--- src/hdl/pf_mem_pkg.sv ---
/*
 * VRAM address and word types
 * display word union with nibble and byte views
 */
`default_nettype none

package pf_mem_pkg;

    typedef logic [15:0] addr_t;                            // VRAM word address
    typedef logic [15:0] word_t;                            // VRAM data word

    // one display word, index 3 / 1 is the leftmost pixel
    typedef union packed {
        logic [3:0][3:0] nibs;                              // 4 bpp view
        logic [1:0][7:0] bytes;                             // 8 bpp view
    } disp_word_u;

    localparam int WORDS_PER_GROUP_8BPP = 4;                // words for 8 pixels at 8 bpp
    localparam int WORDS_PER_GROUP_4BPP = 2;                // words for 8 pixels at 4 bpp

endpackage

`default_nettype wire

--- src/hdl/pf_video_pkg.sv ---
/*
 * video timing constants for the playfield generator
 * horizontal count, color index and repeat types, bpp codes
 */
`default_nettype none

package pf_video_pkg;

    localparam int H_TOTAL         = 96;                    // pixel clocks per line
    localparam int OFFSCREEN_WIDTH = 32;                    // clocks before visible x=0
    localparam int VISIBLE_WIDTH   = 64;                    // visible pixels per line
    localparam int H_SCANOUT_BEGIN = OFFSCREEN_WIDTH - 2;   // scanout pipeline lead

    typedef logic [6:0] hres_t;                             // horizontal count
    typedef logic [6:0] hres_vis_t;                         // visible x position
    typedef logic [7:0] color_t;                            // color index
    typedef logic [1:0] repeat_t;                           // repeat count, 0 = no repeat

    // bits per pixel of the bitmap
    typedef enum logic {
        BPP_4 = 1'b0,                                       // 2 words per 8 pixels
        BPP_8 = 1'b1                                        // 4 words per 8 pixels
    } bpp_t;

endpackage

`default_nettype wire

--- src/hdl/pf_expand.sv ---
/*
 * expansion of a fetched word group into 8 color indices
 * pixel buffer and its full flag
 */
`default_nettype none
`timescale 1ns/1ps

module pf_expand
    import pf_video_pkg::*, pf_mem_pkg::*;
(
    input  wire logic   clk,                    // pixel clock
    input  wire logic   reset_i,                // sync reset
    input  wire logic   mem_fetch_start_i,      // line start, buffer emptied
    input  wire logic   words_ready_i,          // new group on word inputs
    input  wire bpp_t   pf_bpp_i,               // bits per pixel
    input  wire word_t  word0_i,                // leftmost word
    input  wire word_t  word1_i,
    input  wire word_t  word2_i,
    input  wire word_t  word3_i,
    input  wire logic   buf_take_i,             // scanout copied the buffer
    output color_t [7:0] pixels_buf_o,          // index 7 is leftmost pixel
    output logic        buf_full_o              // buffer waiting for scanout
);

disp_word_u [3:0]   dw;                         // dw[3] is word0
color_t [7:0]       expanded;

always_comb begin
    dw = {word0_i, word1_i, word2_i, word3_i};
    if (pf_bpp_i == BPP_8) begin
        for (int i = 0; i < 4; i++) begin
            expanded[2*i+1] = dw[i].bytes[1];   // high byte first on screen
            expanded[2*i]   = dw[i].bytes[0];
        end
    end else begin
        for (int i = 0; i < 4; i++) begin
            expanded[4+i] = {4'h0, dw[3].nibs[i]};  // word0 nibbles
            expanded[i]   = {4'h0, dw[2].nibs[i]};  // word1 nibbles
        end
    end
end

always_ff @(posedge clk) begin
    if (words_ready_i) begin
        pixels_buf_o <= expanded;
    end
end

always_ff @(posedge clk) begin
    if (reset_i || mem_fetch_start_i) begin
        buf_full_o <= 1'b0;
    end else if (words_ready_i) begin
        buf_full_o <= 1'b1;                     // new group wins over a take
    end else if (buf_take_i) begin
        buf_full_o <= 1'b0;
    end
end

endmodule

`default_nettype wire

--- src/hdl/pf_fetch.sv ---
/*
 * line fetch FSM for the VRAM bus
 * pipelined bitmap word reads into four data words
 * DMA reads outside the fetch window
 */
`default_nettype none
`timescale 1ns/1ps

module pf_fetch
    import pf_video_pkg::*, pf_mem_pkg::*;
(
    input  wire logic   clk,                    // pixel clock
    input  wire logic   reset_i,                // sync reset
    input  wire logic   stall_i,                // freeze for memory contention
    input  wire logic   mem_fetch_i,            // fetch window
    input  wire logic   mem_fetch_start_i,      // strobe at fetch window start
    input  wire logic   end_of_line_i,          // strobe at end of scanline
    input  wire bpp_t   pf_bpp_i,               // bits per pixel
    input  wire addr_t  line_start_i,           // start address of this line
    input  wire logic   buf_full_i,             // pixel buffer still occupied
    output logic        vram_sel_o,             // VRAM read select
    output addr_t       vram_addr_o,            // VRAM word address
    input  wire word_t  vram_data_i,            // VRAM read data
    output logic        words_ready_o,          // data words hold a full group
    output word_t       word0_o,                // leftmost word of group
    output word_t       word1_o,
    output word_t       word2_o,                // 8 bpp only
    output word_t       word3_o,                // 8 bpp only
    input  wire logic   dma_req_i,              // DMA request level
    input  wire addr_t  dma_addr_i,             // DMA word address
    output logic        dma_ack_o,              // DMA data valid pulse
    output word_t       dma_word_o              // DMA read data
);

typedef enum logic [3:0] {
    FETCH_IDLE          = 4'h0,                 // wait for fetch window or DMA
    FETCH_WAIT_DMA      = 4'h1,                 // DMA address in flight
    FETCH_READ_DMA      = 4'h2,                 // DMA data on bus
    FETCH_ADDR_BITMAP   = 4'h4,                 // launch word0 once buffer is free
    FETCH_WAIT_BITMAP   = 4'h5,                 // launch word1, hand off previous group
    FETCH_READ_BITMAP_0 = 4'h8,                 // read states, low bits give word index
    FETCH_READ_BITMAP_1 = 4'h9,
    FETCH_READ_BITMAP_2 = 4'hA,
    FETCH_READ_BITMAP_3 = 4'hB
} fetch_st_t;

fetch_st_t      state, state_next;
addr_t          pf_addr, pf_addr_next;          // next display word to launch
addr_t          addr_next;                      // bus address for next cycle
logic           sel_next;
logic           launch;                         // put pf_addr on bus this cycle
logic           more_words;                     // read state still has a word to launch
logic [1:0]     last_word;                      // index of last word in a group
logic           initial_buf, initial_buf_next;  // first group of line not handed off
logic           ready_next;
logic           dma_ack_next;
word_t [3:0]    words;                          // collected group

always_comb begin
    last_word  = (pf_bpp_i == BPP_8) ? 2'(WORDS_PER_GROUP_8BPP - 1)
                                     : 2'(WORDS_PER_GROUP_4BPP - 1);
    more_words = ({1'b0, state[1:0]} + 3'd2) <= {1'b0, last_word};

    state_next       = state;
    pf_addr_next     = pf_addr;
    addr_next        = vram_addr_o;             // bus address holds between reads
    sel_next         = 1'b0;
    launch           = 1'b0;
    ready_next       = 1'b0;
    initial_buf_next = initial_buf;
    dma_ack_next     = 1'b0;

    case (state)
        FETCH_IDLE: begin
            if (mem_fetch_i) begin
                state_next = FETCH_ADDR_BITMAP; // line fetch wins over DMA
            end else if (dma_req_i && !dma_ack_o) begin
                sel_next   = 1'b1;
                addr_next  = dma_addr_i;
                state_next = FETCH_WAIT_DMA;
            end
        end
        FETCH_WAIT_DMA: begin
            state_next = FETCH_READ_DMA;
        end
        FETCH_READ_DMA: begin
            dma_ack_next = 1'b1;                // ack lands with dma_word_o
            state_next   = FETCH_IDLE;
        end
        FETCH_ADDR_BITMAP: begin
            if (!mem_fetch_i) begin
                state_next = FETCH_IDLE;        // window closed
            end else if (!buf_full_i) begin
                launch     = 1'b1;              // word0
                state_next = FETCH_WAIT_BITMAP;
            end
        end
        FETCH_WAIT_BITMAP: begin
            launch           = 1'b1;            // word1, both modes
            ready_next       = !initial_buf;    // nothing to hand off on first group
            initial_buf_next = 1'b0;
            state_next       = FETCH_READ_BITMAP_0;
        end
        FETCH_READ_BITMAP_0, FETCH_READ_BITMAP_1,
        FETCH_READ_BITMAP_2, FETCH_READ_BITMAP_3: begin
            launch = more_words;                // word2 and word3 in 8 bpp
            if (state[1:0] == last_word) begin
                state_next = FETCH_ADDR_BITMAP;
            end else begin
                state_next = fetch_st_t'(state + 4'd1);
            end
        end
        default: begin
            state_next = FETCH_IDLE;
        end
    endcase

    if (launch) begin
        sel_next     = 1'b1;
        addr_next    = pf_addr;
        pf_addr_next = pf_addr + 1'b1;
    end
end

always_ff @(posedge clk) begin
    if (reset_i) begin
        state         <= FETCH_IDLE;
        vram_sel_o    <= 1'b0;
        vram_addr_o   <= '0;
        pf_addr       <= '0;
        initial_buf   <= 1'b0;
        words_ready_o <= 1'b0;
        dma_ack_o     <= 1'b0;
    end else begin
        if (!stall_i) begin                     // everything here freezes on stall
            state         <= state_next;
            vram_sel_o    <= sel_next;
            vram_addr_o   <= addr_next;
            pf_addr       <= pf_addr_next;
            initial_buf   <= initial_buf_next;
            words_ready_o <= ready_next;
            dma_ack_o     <= dma_ack_next;
        end
        if (mem_fetch_start_i) begin
            initial_buf <= 1'b1;                // prime buffer with first group
            pf_addr     <= line_start_i;
        end
        if (end_of_line_i) begin
            pf_addr     <= line_start_i;        // rewind for repeated lines
        end
    end
end

// data arrives two edges after its address launch
always_ff @(posedge clk) begin
    if (!stall_i && state[3]) begin
        words[state[1:0]] <= vram_data_i;
    end
    if (!stall_i && state == FETCH_READ_DMA) begin
        dma_word_o <= vram_data_i;
    end
end

assign word0_o = words[0];
assign word1_o = words[1];
assign word2_o = words[2];
assign word3_o = words[3];

endmodule

`default_nettype wire

--- src/hdl/pf_line_addr.sv ---
/*
 * display line start address
 * vertical repeat countdown and frame reload
 */
`default_nettype none
`timescale 1ns/1ps

module pf_line_addr
    import pf_video_pkg::*, pf_mem_pkg::*;
(
    input  wire logic       clk,                // pixel clock
    input  wire logic       reset_i,            // sync reset
    input  wire logic       end_of_line_i,      // strobe at end of scanline
    input  wire logic       end_of_frame_i,     // strobe at end of frame
    input  wire logic       pf_blank_i,         // plane disabled
    input  wire addr_t      pf_start_addr_i,    // first line address
    input  wire word_t      pf_line_len_i,      // words per display line
    input  wire repeat_t    pf_v_repeat_i,      // extra copies of each line
    output addr_t           line_start_o        // start address of current line
);

repeat_t v_count;                               // lines left before advancing

always_ff @(posedge clk) begin
    if (reset_i) begin
        line_start_o <= '0;
        v_count      <= '0;
    end else if (pf_blank_i || end_of_frame_i) begin
        line_start_o <= pf_start_addr_i;        // back to top of bitmap
        v_count      <= pf_v_repeat_i;
    end else if (end_of_line_i) begin
        if (v_count == '0) begin
            line_start_o <= line_start_o + pf_line_len_i;   // next bitmap line
            v_count      <= pf_v_repeat_i;                  // restart repeat
        end else begin
            v_count      <= v_count - 1'b1;     // same data again
        end
    end
end

endmodule

`default_nettype wire

--- src/hdl/pf_scanout.sv ---
/*
 * scanout window compares and horizontal repeat
 * 8 pixel shifter with border fill and colorbase XOR
 */
`default_nettype none
`timescale 1ns/1ps

module pf_scanout
    import pf_video_pkg::*;
(
    input  wire logic       clk,                // pixel clock
    input  wire logic       reset_i,            // sync reset
    input  wire hres_t      h_count_i,          // horizontal timing count
    input  wire logic       mem_fetch_i,        // fetch window, gates scanout start
    input  wire logic       mem_fetch_start_i,  // strobe at fetch window start
    input  wire logic       end_of_line_i,      // strobe at end of scanline
    input  wire hres_vis_t  vid_left_i,         // leftmost visible pixel
    input  wire hres_vis_t  vid_right_i,        // right edge plus one
    input  wire color_t     border_color_i,     // color outside the window
    input  wire color_t     pf_colorbase_i,     // XORed into every index
    input  wire repeat_t    pf_h_repeat_i,      // extra clocks per pixel
    input  wire color_t [7:0] pixels_buf_i,     // next 8 pixels
    output logic            buf_take_o,         // buffer copied this cycle
    output color_t          pf_color_index_o    // registered color index
);

logic           scanout;                        // shifter running
logic           scanout_start, scanout_end;
logic           shift;                          // advance to next pixel
hres_t          start_hcount, end_hcount;
repeat_t        h_cnt;                          // repeat countdown
logic [2:0]     col;                            // pixel within group
color_t [7:0]   pixels;                         // index 7 is on output

always_comb begin
    start_hcount  = hres_t'(H_SCANOUT_BEGIN) + vid_left_i;
    end_hcount    = hres_t'(H_SCANOUT_BEGIN) + vid_right_i;
    scanout_start = (h_count_i == start_hcount) && mem_fetch_i;
    scanout_end   = (h_count_i == end_hcount);
    shift         = scanout && (h_cnt == '0);
    buf_take_o    = scanout_start || (shift && col == 3'd7);
end

always_ff @(posedge clk) begin
    if (reset_i) begin
        scanout          <= 1'b0;
        h_cnt            <= '0;
        col              <= '0;
        pixels           <= '0;
        pf_color_index_o <= '0;
    end else begin
        if (shift) begin
            h_cnt <= pf_h_repeat_i;
            col   <= col + 1'b1;
            if (col == 3'd7) begin
                pixels <= pixels_buf_i;                     // next group
            end else begin
                pixels <= {pixels[6:0], border_color_i};    // border fills behind
            end
        end else if (scanout) begin
            h_cnt <= h_cnt - 1'b1;              // hold current pixel
        end

        if (mem_fetch_start_i) begin
            pixels[7] <= border_color_i;        // border even if plane stays blank
        end

        if (scanout_start) begin
            scanout <= 1'b1;
            col     <= '0;
            h_cnt   <= pf_h_repeat_i;
            pixels  <= pixels_buf_i;            // first group of line
        end

        if (scanout_end) begin
            scanout   <= 1'b0;
            pixels[7] <= border_color_i;        // right border
        end

        if (end_of_line_i) begin
            scanout <= 1'b0;
        end

        pf_color_index_o <= pixels[7] ^ pf_colorbase_i;
    end
end

endmodule

`default_nettype wire

--- src/hdl/playfield_top.sv ---
/*
 * bitmap playfield generator top level
 * line address, fetch, expansion and scanout blocks
 */
`default_nettype none
`timescale 1ns/1ps

module playfield_top
    import pf_video_pkg::*, pf_mem_pkg::*;
(
    input  wire logic       clk,                // pixel clock
    input  wire logic       reset_i,            // sync reset
    input  wire logic       stall_i,            // memory contention
    input  wire hres_t      h_count_i,          // horizontal timing count
    input  wire logic       mem_fetch_i,        // fetch window
    input  wire logic       mem_fetch_start_i,  // strobe at fetch window start
    input  wire logic       end_of_line_i,
    input  wire logic       end_of_frame_i,
    input  wire color_t     border_color_i,
    input  wire hres_vis_t  vid_left_i,
    input  wire hres_vis_t  vid_right_i,
    output logic            vram_sel_o,         // VRAM bus
    output addr_t           vram_addr_o,
    input  wire word_t      vram_data_i,
    input  wire logic       pf_blank_i,         // plane control
    input  wire addr_t      pf_start_addr_i,
    input  wire word_t      pf_line_len_i,
    input  wire color_t     pf_colorbase_i,
    input  wire bpp_t       pf_bpp_i,
    input  wire repeat_t    pf_h_repeat_i,
    input  wire repeat_t    pf_v_repeat_i,
    output color_t          pf_color_index_o,   // pixel out
    input  wire logic       dma_req_i,          // DMA port
    input  wire addr_t      dma_addr_i,
    output logic            dma_ack_o,
    output word_t           dma_word_o
);

addr_t          line_start;                     // current line address
logic           words_ready;
word_t          word0, word1, word2, word3;     // fetched group
color_t [7:0]   pixels_buf;
logic           buf_full;                       // fetch back-pressure
logic           buf_take;

pf_line_addr u_line_addr (
    .clk             (clk),
    .reset_i         (reset_i),
    .end_of_line_i   (end_of_line_i),
    .end_of_frame_i  (end_of_frame_i),
    .pf_blank_i      (pf_blank_i),
    .pf_start_addr_i (pf_start_addr_i),
    .pf_line_len_i   (pf_line_len_i),
    .pf_v_repeat_i   (pf_v_repeat_i),
    .line_start_o    (line_start)
);

pf_fetch u_fetch (
    .clk               (clk),
    .reset_i           (reset_i),
    .stall_i           (stall_i),
    .mem_fetch_i       (mem_fetch_i),
    .mem_fetch_start_i (mem_fetch_start_i),
    .end_of_line_i     (end_of_line_i),
    .pf_bpp_i          (pf_bpp_i),
    .line_start_i      (line_start),
    .buf_full_i        (buf_full),
    .vram_sel_o        (vram_sel_o),
    .vram_addr_o       (vram_addr_o),
    .vram_data_i       (vram_data_i),
    .words_ready_o     (words_ready),
    .word0_o           (word0),
    .word1_o           (word1),
    .word2_o           (word2),
    .word3_o           (word3),
    .dma_req_i         (dma_req_i),
    .dma_addr_i        (dma_addr_i),
    .dma_ack_o         (dma_ack_o),
    .dma_word_o        (dma_word_o)
);

pf_expand u_expand (
    .clk               (clk),
    .reset_i           (reset_i),
    .mem_fetch_start_i (mem_fetch_start_i),
    .words_ready_i     (words_ready),
    .pf_bpp_i          (pf_bpp_i),
    .word0_i           (word0),
    .word1_i           (word1),
    .word2_i           (word2),
    .word3_i           (word3),
    .buf_take_i        (buf_take),
    .pixels_buf_o      (pixels_buf),
    .buf_full_o        (buf_full)
);

pf_scanout u_scanout (
    .clk               (clk),
    .reset_i           (reset_i),
    .h_count_i         (h_count_i),
    .mem_fetch_i       (mem_fetch_i),
    .mem_fetch_start_i (mem_fetch_start_i),
    .end_of_line_i     (end_of_line_i),
    .vid_left_i        (vid_left_i),
    .vid_right_i       (vid_right_i),
    .border_color_i    (border_color_i),
    .pf_colorbase_i    (pf_colorbase_i),
    .pf_h_repeat_i     (pf_h_repeat_i),
    .pixels_buf_i      (pixels_buf),
    .buf_take_o        (buf_take),
    .pf_color_index_o  (pf_color_index_o)
);

endmodule

`default_nettype wire

--- config.mk ---
export PLATFORM = sky130hd
export DESIGN_NAME = playfield_top
export DESIGN_NICKNAME = d
export VERILOG_FILES = /design/src/hdl/pf_mem_pkg.sv /design/src/hdl/pf_video_pkg.sv /design/src/hdl/pf_expand.sv /design/src/hdl/pf_fetch.sv /design/src/hdl/pf_line_addr.sv /design/src/hdl/pf_scanout.sv /design/src/hdl/playfield_top.sv
export SDC_FILE = /design/constraint.sdc
export NUM_CORES = 1
export LEC_CHECK = 0
export BUFFER_PORTS_ARGS = -buffer_cell sky130_fd_sc_hd__buf_2
export CORE_UTILIZATION = 50
export DETAILED_ROUTE_END_ITERATION = 10
export GPL_TIMING_DRIVEN = 0
export HOLD_SLACK_MARGIN = 0.15
export PLACE_DENSITY = 0.77
export SLEW_MARGIN = 10
export SYNTH_ARGS = -nofsm -noshare
export SYNTH_HDL_FRONTEND = slang
export SYNTH_SLANG_ARGS = --single-unit
--- constraint.sdc ---
create_clock -name clk -period 3.8 [get_ports clk]
set_clock_uncertainty 0.2 [all_clocks]
set_input_delay 0.19 -clock clk [delete_from_list [all_inputs] [get_ports clk]]
set_output_delay 0.19 -clock clk [all_outputs]
set_load 0.02 [all_outputs]
==> results.ini, run 1 <==
[clocking]
htree_levels=1
clk_pin_slew_ps=60
clk_latency_ps=560
clockRootBuffer=clkbuf_16
cts_setup_buffers=0
cts_tree=built
cts_buffers=30
cts_num_sinks=281
clockBufferDepth=3

[final_layout]
area_growth_pct=26.4
layout_commonest_cell=buf_2
final_cell_mix=buf_2, edfxtp_1, dfxtp_1
final_util=0.650
nets=1604
instances_no_fill=1808
finalInstanceArea_sq_mm=0.0160
num_antenna_cells=0
layout-drive-gt1-share=0.187

[critical_path]
critical_path_arrival_ps=3810
cp-start-kind=flop
ff2ff_setup_slack_ps=220
end_kind=flop
ff2ff_path_depth=8
worstPathMaxFanout=4
crit_type=reg2reg
worstPathRequired_ps=4040

[synth]
async_flop_share=0
ys_top_cells_by_area=edfxtp_1, dfxtp_1, a311oi_1
netlist.top_cell.by_area=edfxtp_1
ys.flop_type=edfxtp_1
synth_edf_count=144
ys_seq_elements=281
synth_cell_types=76
synthCells=1165
synthDominantCellAreaShare=0.342
seq_area_frac_synth=0.560
syn_avg_cell_area_sq_um=10.8
syn-cell-area_sq_mm=0.0126
syn_nets=1308
synth_warnings=0

[global_route]
grt_use_total=0.261
antenna_found_initial=1
grt_pass1_vias=10100
grt_first_pass_wirelength_microns=53300
gr-total-overflow=0
grt_max_degree=67

[drt]
ant_nets=0
via_per_inst=5.82
drt-initial-drc-count=998
routed_wl_microns=34400
wire_per_inst_microns=19.0
drc_errors=0
route.vias.total=10500
firstDrtPassIters=5

[placed_design]
dp_cells=1646
globalplace.congestion=0.889
portBuffers=155
pre_cts_ws_ps=650
place_area_sq_mm=0.0138
hpwl_microns=23800

[sta]
setup_viol=0
finalHoldViolCount=0
finalMaxSlewViolations=0
rsz0062_at_grt=no
period_share=0.941
tns_ps=0
max_slew_margin=0.379
whs_ps=179
fmax_mhz=280
tightest_slew_ps=932
period_needed_ps=3580
fin_ws_ps=224

[die]
die_w_microns=161
coreArea_sq_mm=0.0245
rows=57
die-area_sq_mm=0.0259
io_pins=157
die_y_microns=161
start_util=0.515

[pwr]
max-vdd-ir-drop_v=0.000438
leakagePower_nw=5.73
power_density_mw_per_mm2=445
total_power_mw=7.09

[job]
max-cap-violations=0

[status]
outcome=finished clean

[worst_hold_path]
hp-class=in2reg
whs_path_depth=6

[worst max-delay path, cell delays in order (launching register included)]
cell,delay [ps]
dfxtp_1,450
ha_1,300
a211oi_1,380
o21bai_1,170
o311a_1,390
o21a_1,240
o311ai_0,310
or3b_2,470
dlygate4sd3_1,560
[repair_timing]
item / 4_1_cts / 5_1_grt
hold endpoints to repair: 163 / 0
hold buffers: 107 / 0
resized for setup: 0 / 1
setup endpoints to repair: 0 / 3
[state kept, by name, summed over array words and instances, names as in the netlist, 2 cells and up]
signal                      count
u_fetch.vram_addr_o            16
u_fetch.word3_o                16
u_fetch.word2_o                16
u_line_addr.v_count             2
u_fetch.state                   4
u_scanout.h_cnt                 2
u_fetch.pf_addr                16
u_fetch.dma_word_o             16
u_scanout.pixels               64
u_scanout.col                   3
u_line_addr.line_start_o       16
u_fetch.word1_o                16
u_expand.pixels_buf_o          64
u_fetch.word0_o                16
u_scanout.pf_color_index_o      8
[layer usage]
layer,vias to the layer above,track usage,part of all wire
met5,-,0,0
met4,0,0.0888,0.031
met1,4985,0.358,0.43
li1,4963,-,-
met2,494,0.402,0.44
met3,86,0.0664,0.096
[cells in the mapped netlist (3+ instances only)]
library cell / n
and3_1: 7
o32ai_1: 12
o22ai_1: 4
nand4_1: 9
xor2_1: 14
o21bai_1: 4
a21oi_1: 34
o31ai_1: 3
a311oi_1: 79
a31oi_1: 8
xnor2_1: 31
nor2b_1: 4
ha_1: 27
edfxtp_1: 144
and4_1: 4
nor3_1: 16
buf_1: 5
a31o_2: 5
buf_2: 12
dfxtp_1: 137
clkbuf_1: 57
o21ai_0: 80
a22oi_1: 5
inv_1: 20
nand2_1: 104
o211ai_1: 3
mux2i_1: 5
buf_8: 4
a32oi_1: 8
nor4_1: 9
and2_1: 45
nor2_1: 118
mux2_2: 33
a21o_1: 8
nand2b_1: 4
nand3_1: 31
a211oi_1: 19
o21ai_1: 7
[worst paths after layout]
path	start	endpoint
max reg2reg	u_line_addr.line_start_o[1]$_SDFFE_PP0P_	u_line_addr.line_start_o[15]$_SDFFE_PP0P_
max	u_line_addr.line_start_o[1]$_SDFFE_PP0P_	u_line_addr.line_start_o[15]$_SDFFE_PP0P_
min reg2reg	u_scanout.pixels[0]$_SDFFE_PP0P_	u_scanout.pixels[8]$_SDFFE_PP0P_
min	dma_req_i	u_fetch.state[1]$_SDFFE_PP0P_
[area by class of cell]
class                      instances  area [sq um]
clock buffer                      39           816
inverter                          20          75.1
sequential                       281          7070
multi-input combinational        781          5080
buffer                            83           417
tap                              324           405
fill                            1843          8580
clock inverter                    16           234
timing repair buffer             264          1860
[logic make-up after synthesis]
| kind of cell | Yosys count | synth area share |
|---|---|---|
| muxes | 38 | 0.0334 |
| adders and majority gates | 28 | 0.0283 |
| and+or+nand+nor | 367 | 0.137 |
| buffers and inverters | 103 | 0.0389 |
| DFF | 281 | 0.560 |
| xor gates and xnor gates | 45 | 0.0312 |
| AOI/OAI and AO/OA | 303 | 0.172 |
[report_power, final]
| part | leakage, nW | total [mW] | internal [mW] | switching, mW |
|---|---|---|---|---|
| clock network | 0.499 | 3.05 | 1.86 | 1.19 |
| logic | 2.82 | 0.745 | 0.335 | 0.411 |
| registers | 2.42 | 3.30 | 3.25 | 0.0558 |
| total | 5.73 | 7.09 | 5.44 | 1.66 |
Power figures use the tool's default switching activity.
==> inputs of run 2 (changes only) <==
--- a/config.mk
+++ b/config.mk
@@ -10,6 +10,7 @@
 export DETAILED_ROUTE_END_ITERATION = 10
 export GPL_TIMING_DRIVEN = 0
 export HOLD_SLACK_MARGIN = 0.15
+export MAX_ROUTING_LAYER = met4
 export PLACE_DENSITY = 0.77
 export SLEW_MARGIN = 10
 export SYNTH_ARGS = -nofsm -noshare
==> run 2 against run 1 <==
Non-clock buffer count rose by 1. Utilization fell by 0.66 points. Hold slack improved by 7.1 ps. Via count fell by 0.86%. Combinational power barely moved. Critical path depth did not move. Highest routed layer unchanged.
==> results.ini, run 2 (synthesis results as in run 1) <==
[sta]
fmax_mhz=278  ; -0.63%
tightest_slew_ps=903  ; -28.4 ps
rsz0062_at_grt=no
max_slew_margin=0.398  ; +0.0189
whs_ps=187  ; +7.13 ps
tns_ps=0  ; unchanged
period_share=0.947  ; +0.00601
period_needed_ps=3600  ; +22.8 ps
finalHoldViolCount=0  ; unchanged
finalMaxSlewViolations=0  ; unchanged
setup_viol=0  ; unchanged

[final_layout]
fillers=1855  ; +0.65%
regArea_sq_mm=0.00707  ; unchanged
final_util=0.644  ; -0.00658
layout-drive-gt1-share=0.182  ; -0.00539
area_growth_pct=25.1
reg_top3=u_expand.pixels_buf_o x64, u_scanout.pixels x64
nets=1604  ; unchanged
final_cell_mix=buf_2, edfxtp_1, dfxtp_1
multi_input_area_sq_mm=0.00508  ; unchanged
layout_commonest_cell=buf_2
instances_no_fill=1809  ; +0.055%

[placed_design]
globalplace.congestion=0.906  ; +1.9%
dp_cells=1646  ; unchanged
hpwl_microns=23900  ; +0.55%
portBuffers=155  ; unchanged

[clocking]
cts_setup_buffers=0  ; unchanged
clockRootBuffer=clkbuf_16
clk_latency_ps=560  ; about the same
clockBufferDepth=3  ; unchanged
clk_pin_slew_ps=60  ; about the same
cts_num_sinks=281  ; unchanged
cts_tree=built
cts_buffers=29  ; -3.3%
htree_levels=1  ; unchanged

[drt]
via_per_inst=5.77  ; -0.92%
wire_per_inst_microns=19.0  ; -0.15%
routed_wl_microns=34400  ; about the same
drt-initial-drc-count=900  ; -9.8%
route.vias.total=10400  ; -0.86%
ant_nets=0  ; unchanged
drc_errors=0  ; unchanged
firstDrtPassIters=5  ; unchanged

[global_route]
antenna_found_initial=1  ; unchanged
grt_pass1_vias=10200  ; +1.8%
gr-total-overflow=0  ; unchanged
grt_use_total=0.272  ; +0.0112
grt_first_pass_wirelength_microns=54000  ; +1.3%
grt_max_degree=67  ; unchanged

[job]
max-cap-violations=0  ; unchanged

[critical_path]
path_cells=ha_1, a211oi_1, o21bai_1, o311a_1, o21a_1, o311ai_0, or3b_2, dlygate4sd3_1
slowest_delay_ps=580  ; +20 ps
worstPathRequired_ps=4040  ; about the same
critical_path_arrival_ps=3840  ; +30 ps
end_kind=flop
crit_type=reg2reg
cp-start-kind=flop
cp_slowest_cell=dlygate4sd3_1
worstPathMaxFanout=4  ; unchanged
ff2ff_path_depth=8  ; unchanged

[die]
coreArea_sq_mm=0.0245  ; unchanged
start_util=0.515  ; unchanged
rows=57  ; unchanged
io_pins=157  ; unchanged
die-area_sq_mm=0.0259  ; unchanged
die_w_microns=161  ; unchanged
die_y_microns=161  ; unchanged

[pwr]
max-vdd-ir-drop_v=0.000419  ; -4.4%
leakagePower_nw=5.67  ; -1.2%
power_density_mw_per_mm2=424  ; -4.7%

[status]
outcome=finished clean

[worst_hold_path]
hp-class=in2reg
whs_path_depth=5  ; -1

==> run 2: worst paths after layout <==
check | from | endpoint | slack [ps]
max | u_line_addr.line_start_o[1]$_SDFFE_PP0P_ | u_line_addr.line_start_o[15]$_SDFFE_PP0P_ | 200
min | vid_left_i[3] | u_expand.buf_full_o$_SDFFE_PP0P_ | 190
max reg2reg | u_line_addr.line_start_o[1]$_SDFFE_PP0P_ | u_line_addr.line_start_o[15]$_SDFFE_PP0P_ | 200
min reg2reg | u_scanout.pixels[45]$_SDFFE_PP0P_ | u_scanout.pixels[53]$_SDFFE_PP0P_ | 270
==> run 2: what timing repair did <==
action	in CTS	in global routing
hold buffers	108	0
endpoints found under the setup margin	0	3
resized for setup	0	1
endpoints found under the hold margin	163	0
==> run 2: where the power goes <==
group / internal, mW / switching, mW / total (mW) / leakage, nW
combinational: 0.336 / 0.411 / 0.747 / 2.82
sequential: 3.25 / 0.0537 / 3.30 / 2.42
clock: 1.48 / 1.16 / 2.65 / 0.426
==> run 2: per-layer routing <==
layer  up-vias  wire (microns)  track usage
met4         0            1090       0.0995
met5         -               0            -
met3        83            2880       0.0529
met1      4922           15400        0.373
met2       471           15000        0.400
li1       4961               -            -
==> run 2: through the flow <==
stage	power, mW	setup slack [ps]	area [sq um]
floorplan	3.76	746	12600
global route	6.92	35.4	15800
finish	6.69	202	15800
detailed placement	3.99	528	13800
CTS	6.70	152	15800
global placement	3.98	-486	13800
==> run 2: cell type report <==
cell class / instances / area share
inverter: 20 / 0.00475
sequential: 281 / 0.448
multi-input combinational: 781 / 0.322
timing repair buffer: 265 / 0.118
clock buffer: 40 / 0.0486
buffer: 83 / 0.0264
clock inverter: 14 / 0.00673
tap: 324 / 0.0257
antenna: 1 / 0.000158
==> run 2: worst max-delay path: cells and delay by family, from the launching register on <==
family / cells / cell delay [ps]
compound gates: 5 / 1480
fa+ha+maj: 1 / 290
buf+inv: 1 / 580
flops: 1 / 440
simple gates: 1 / 480
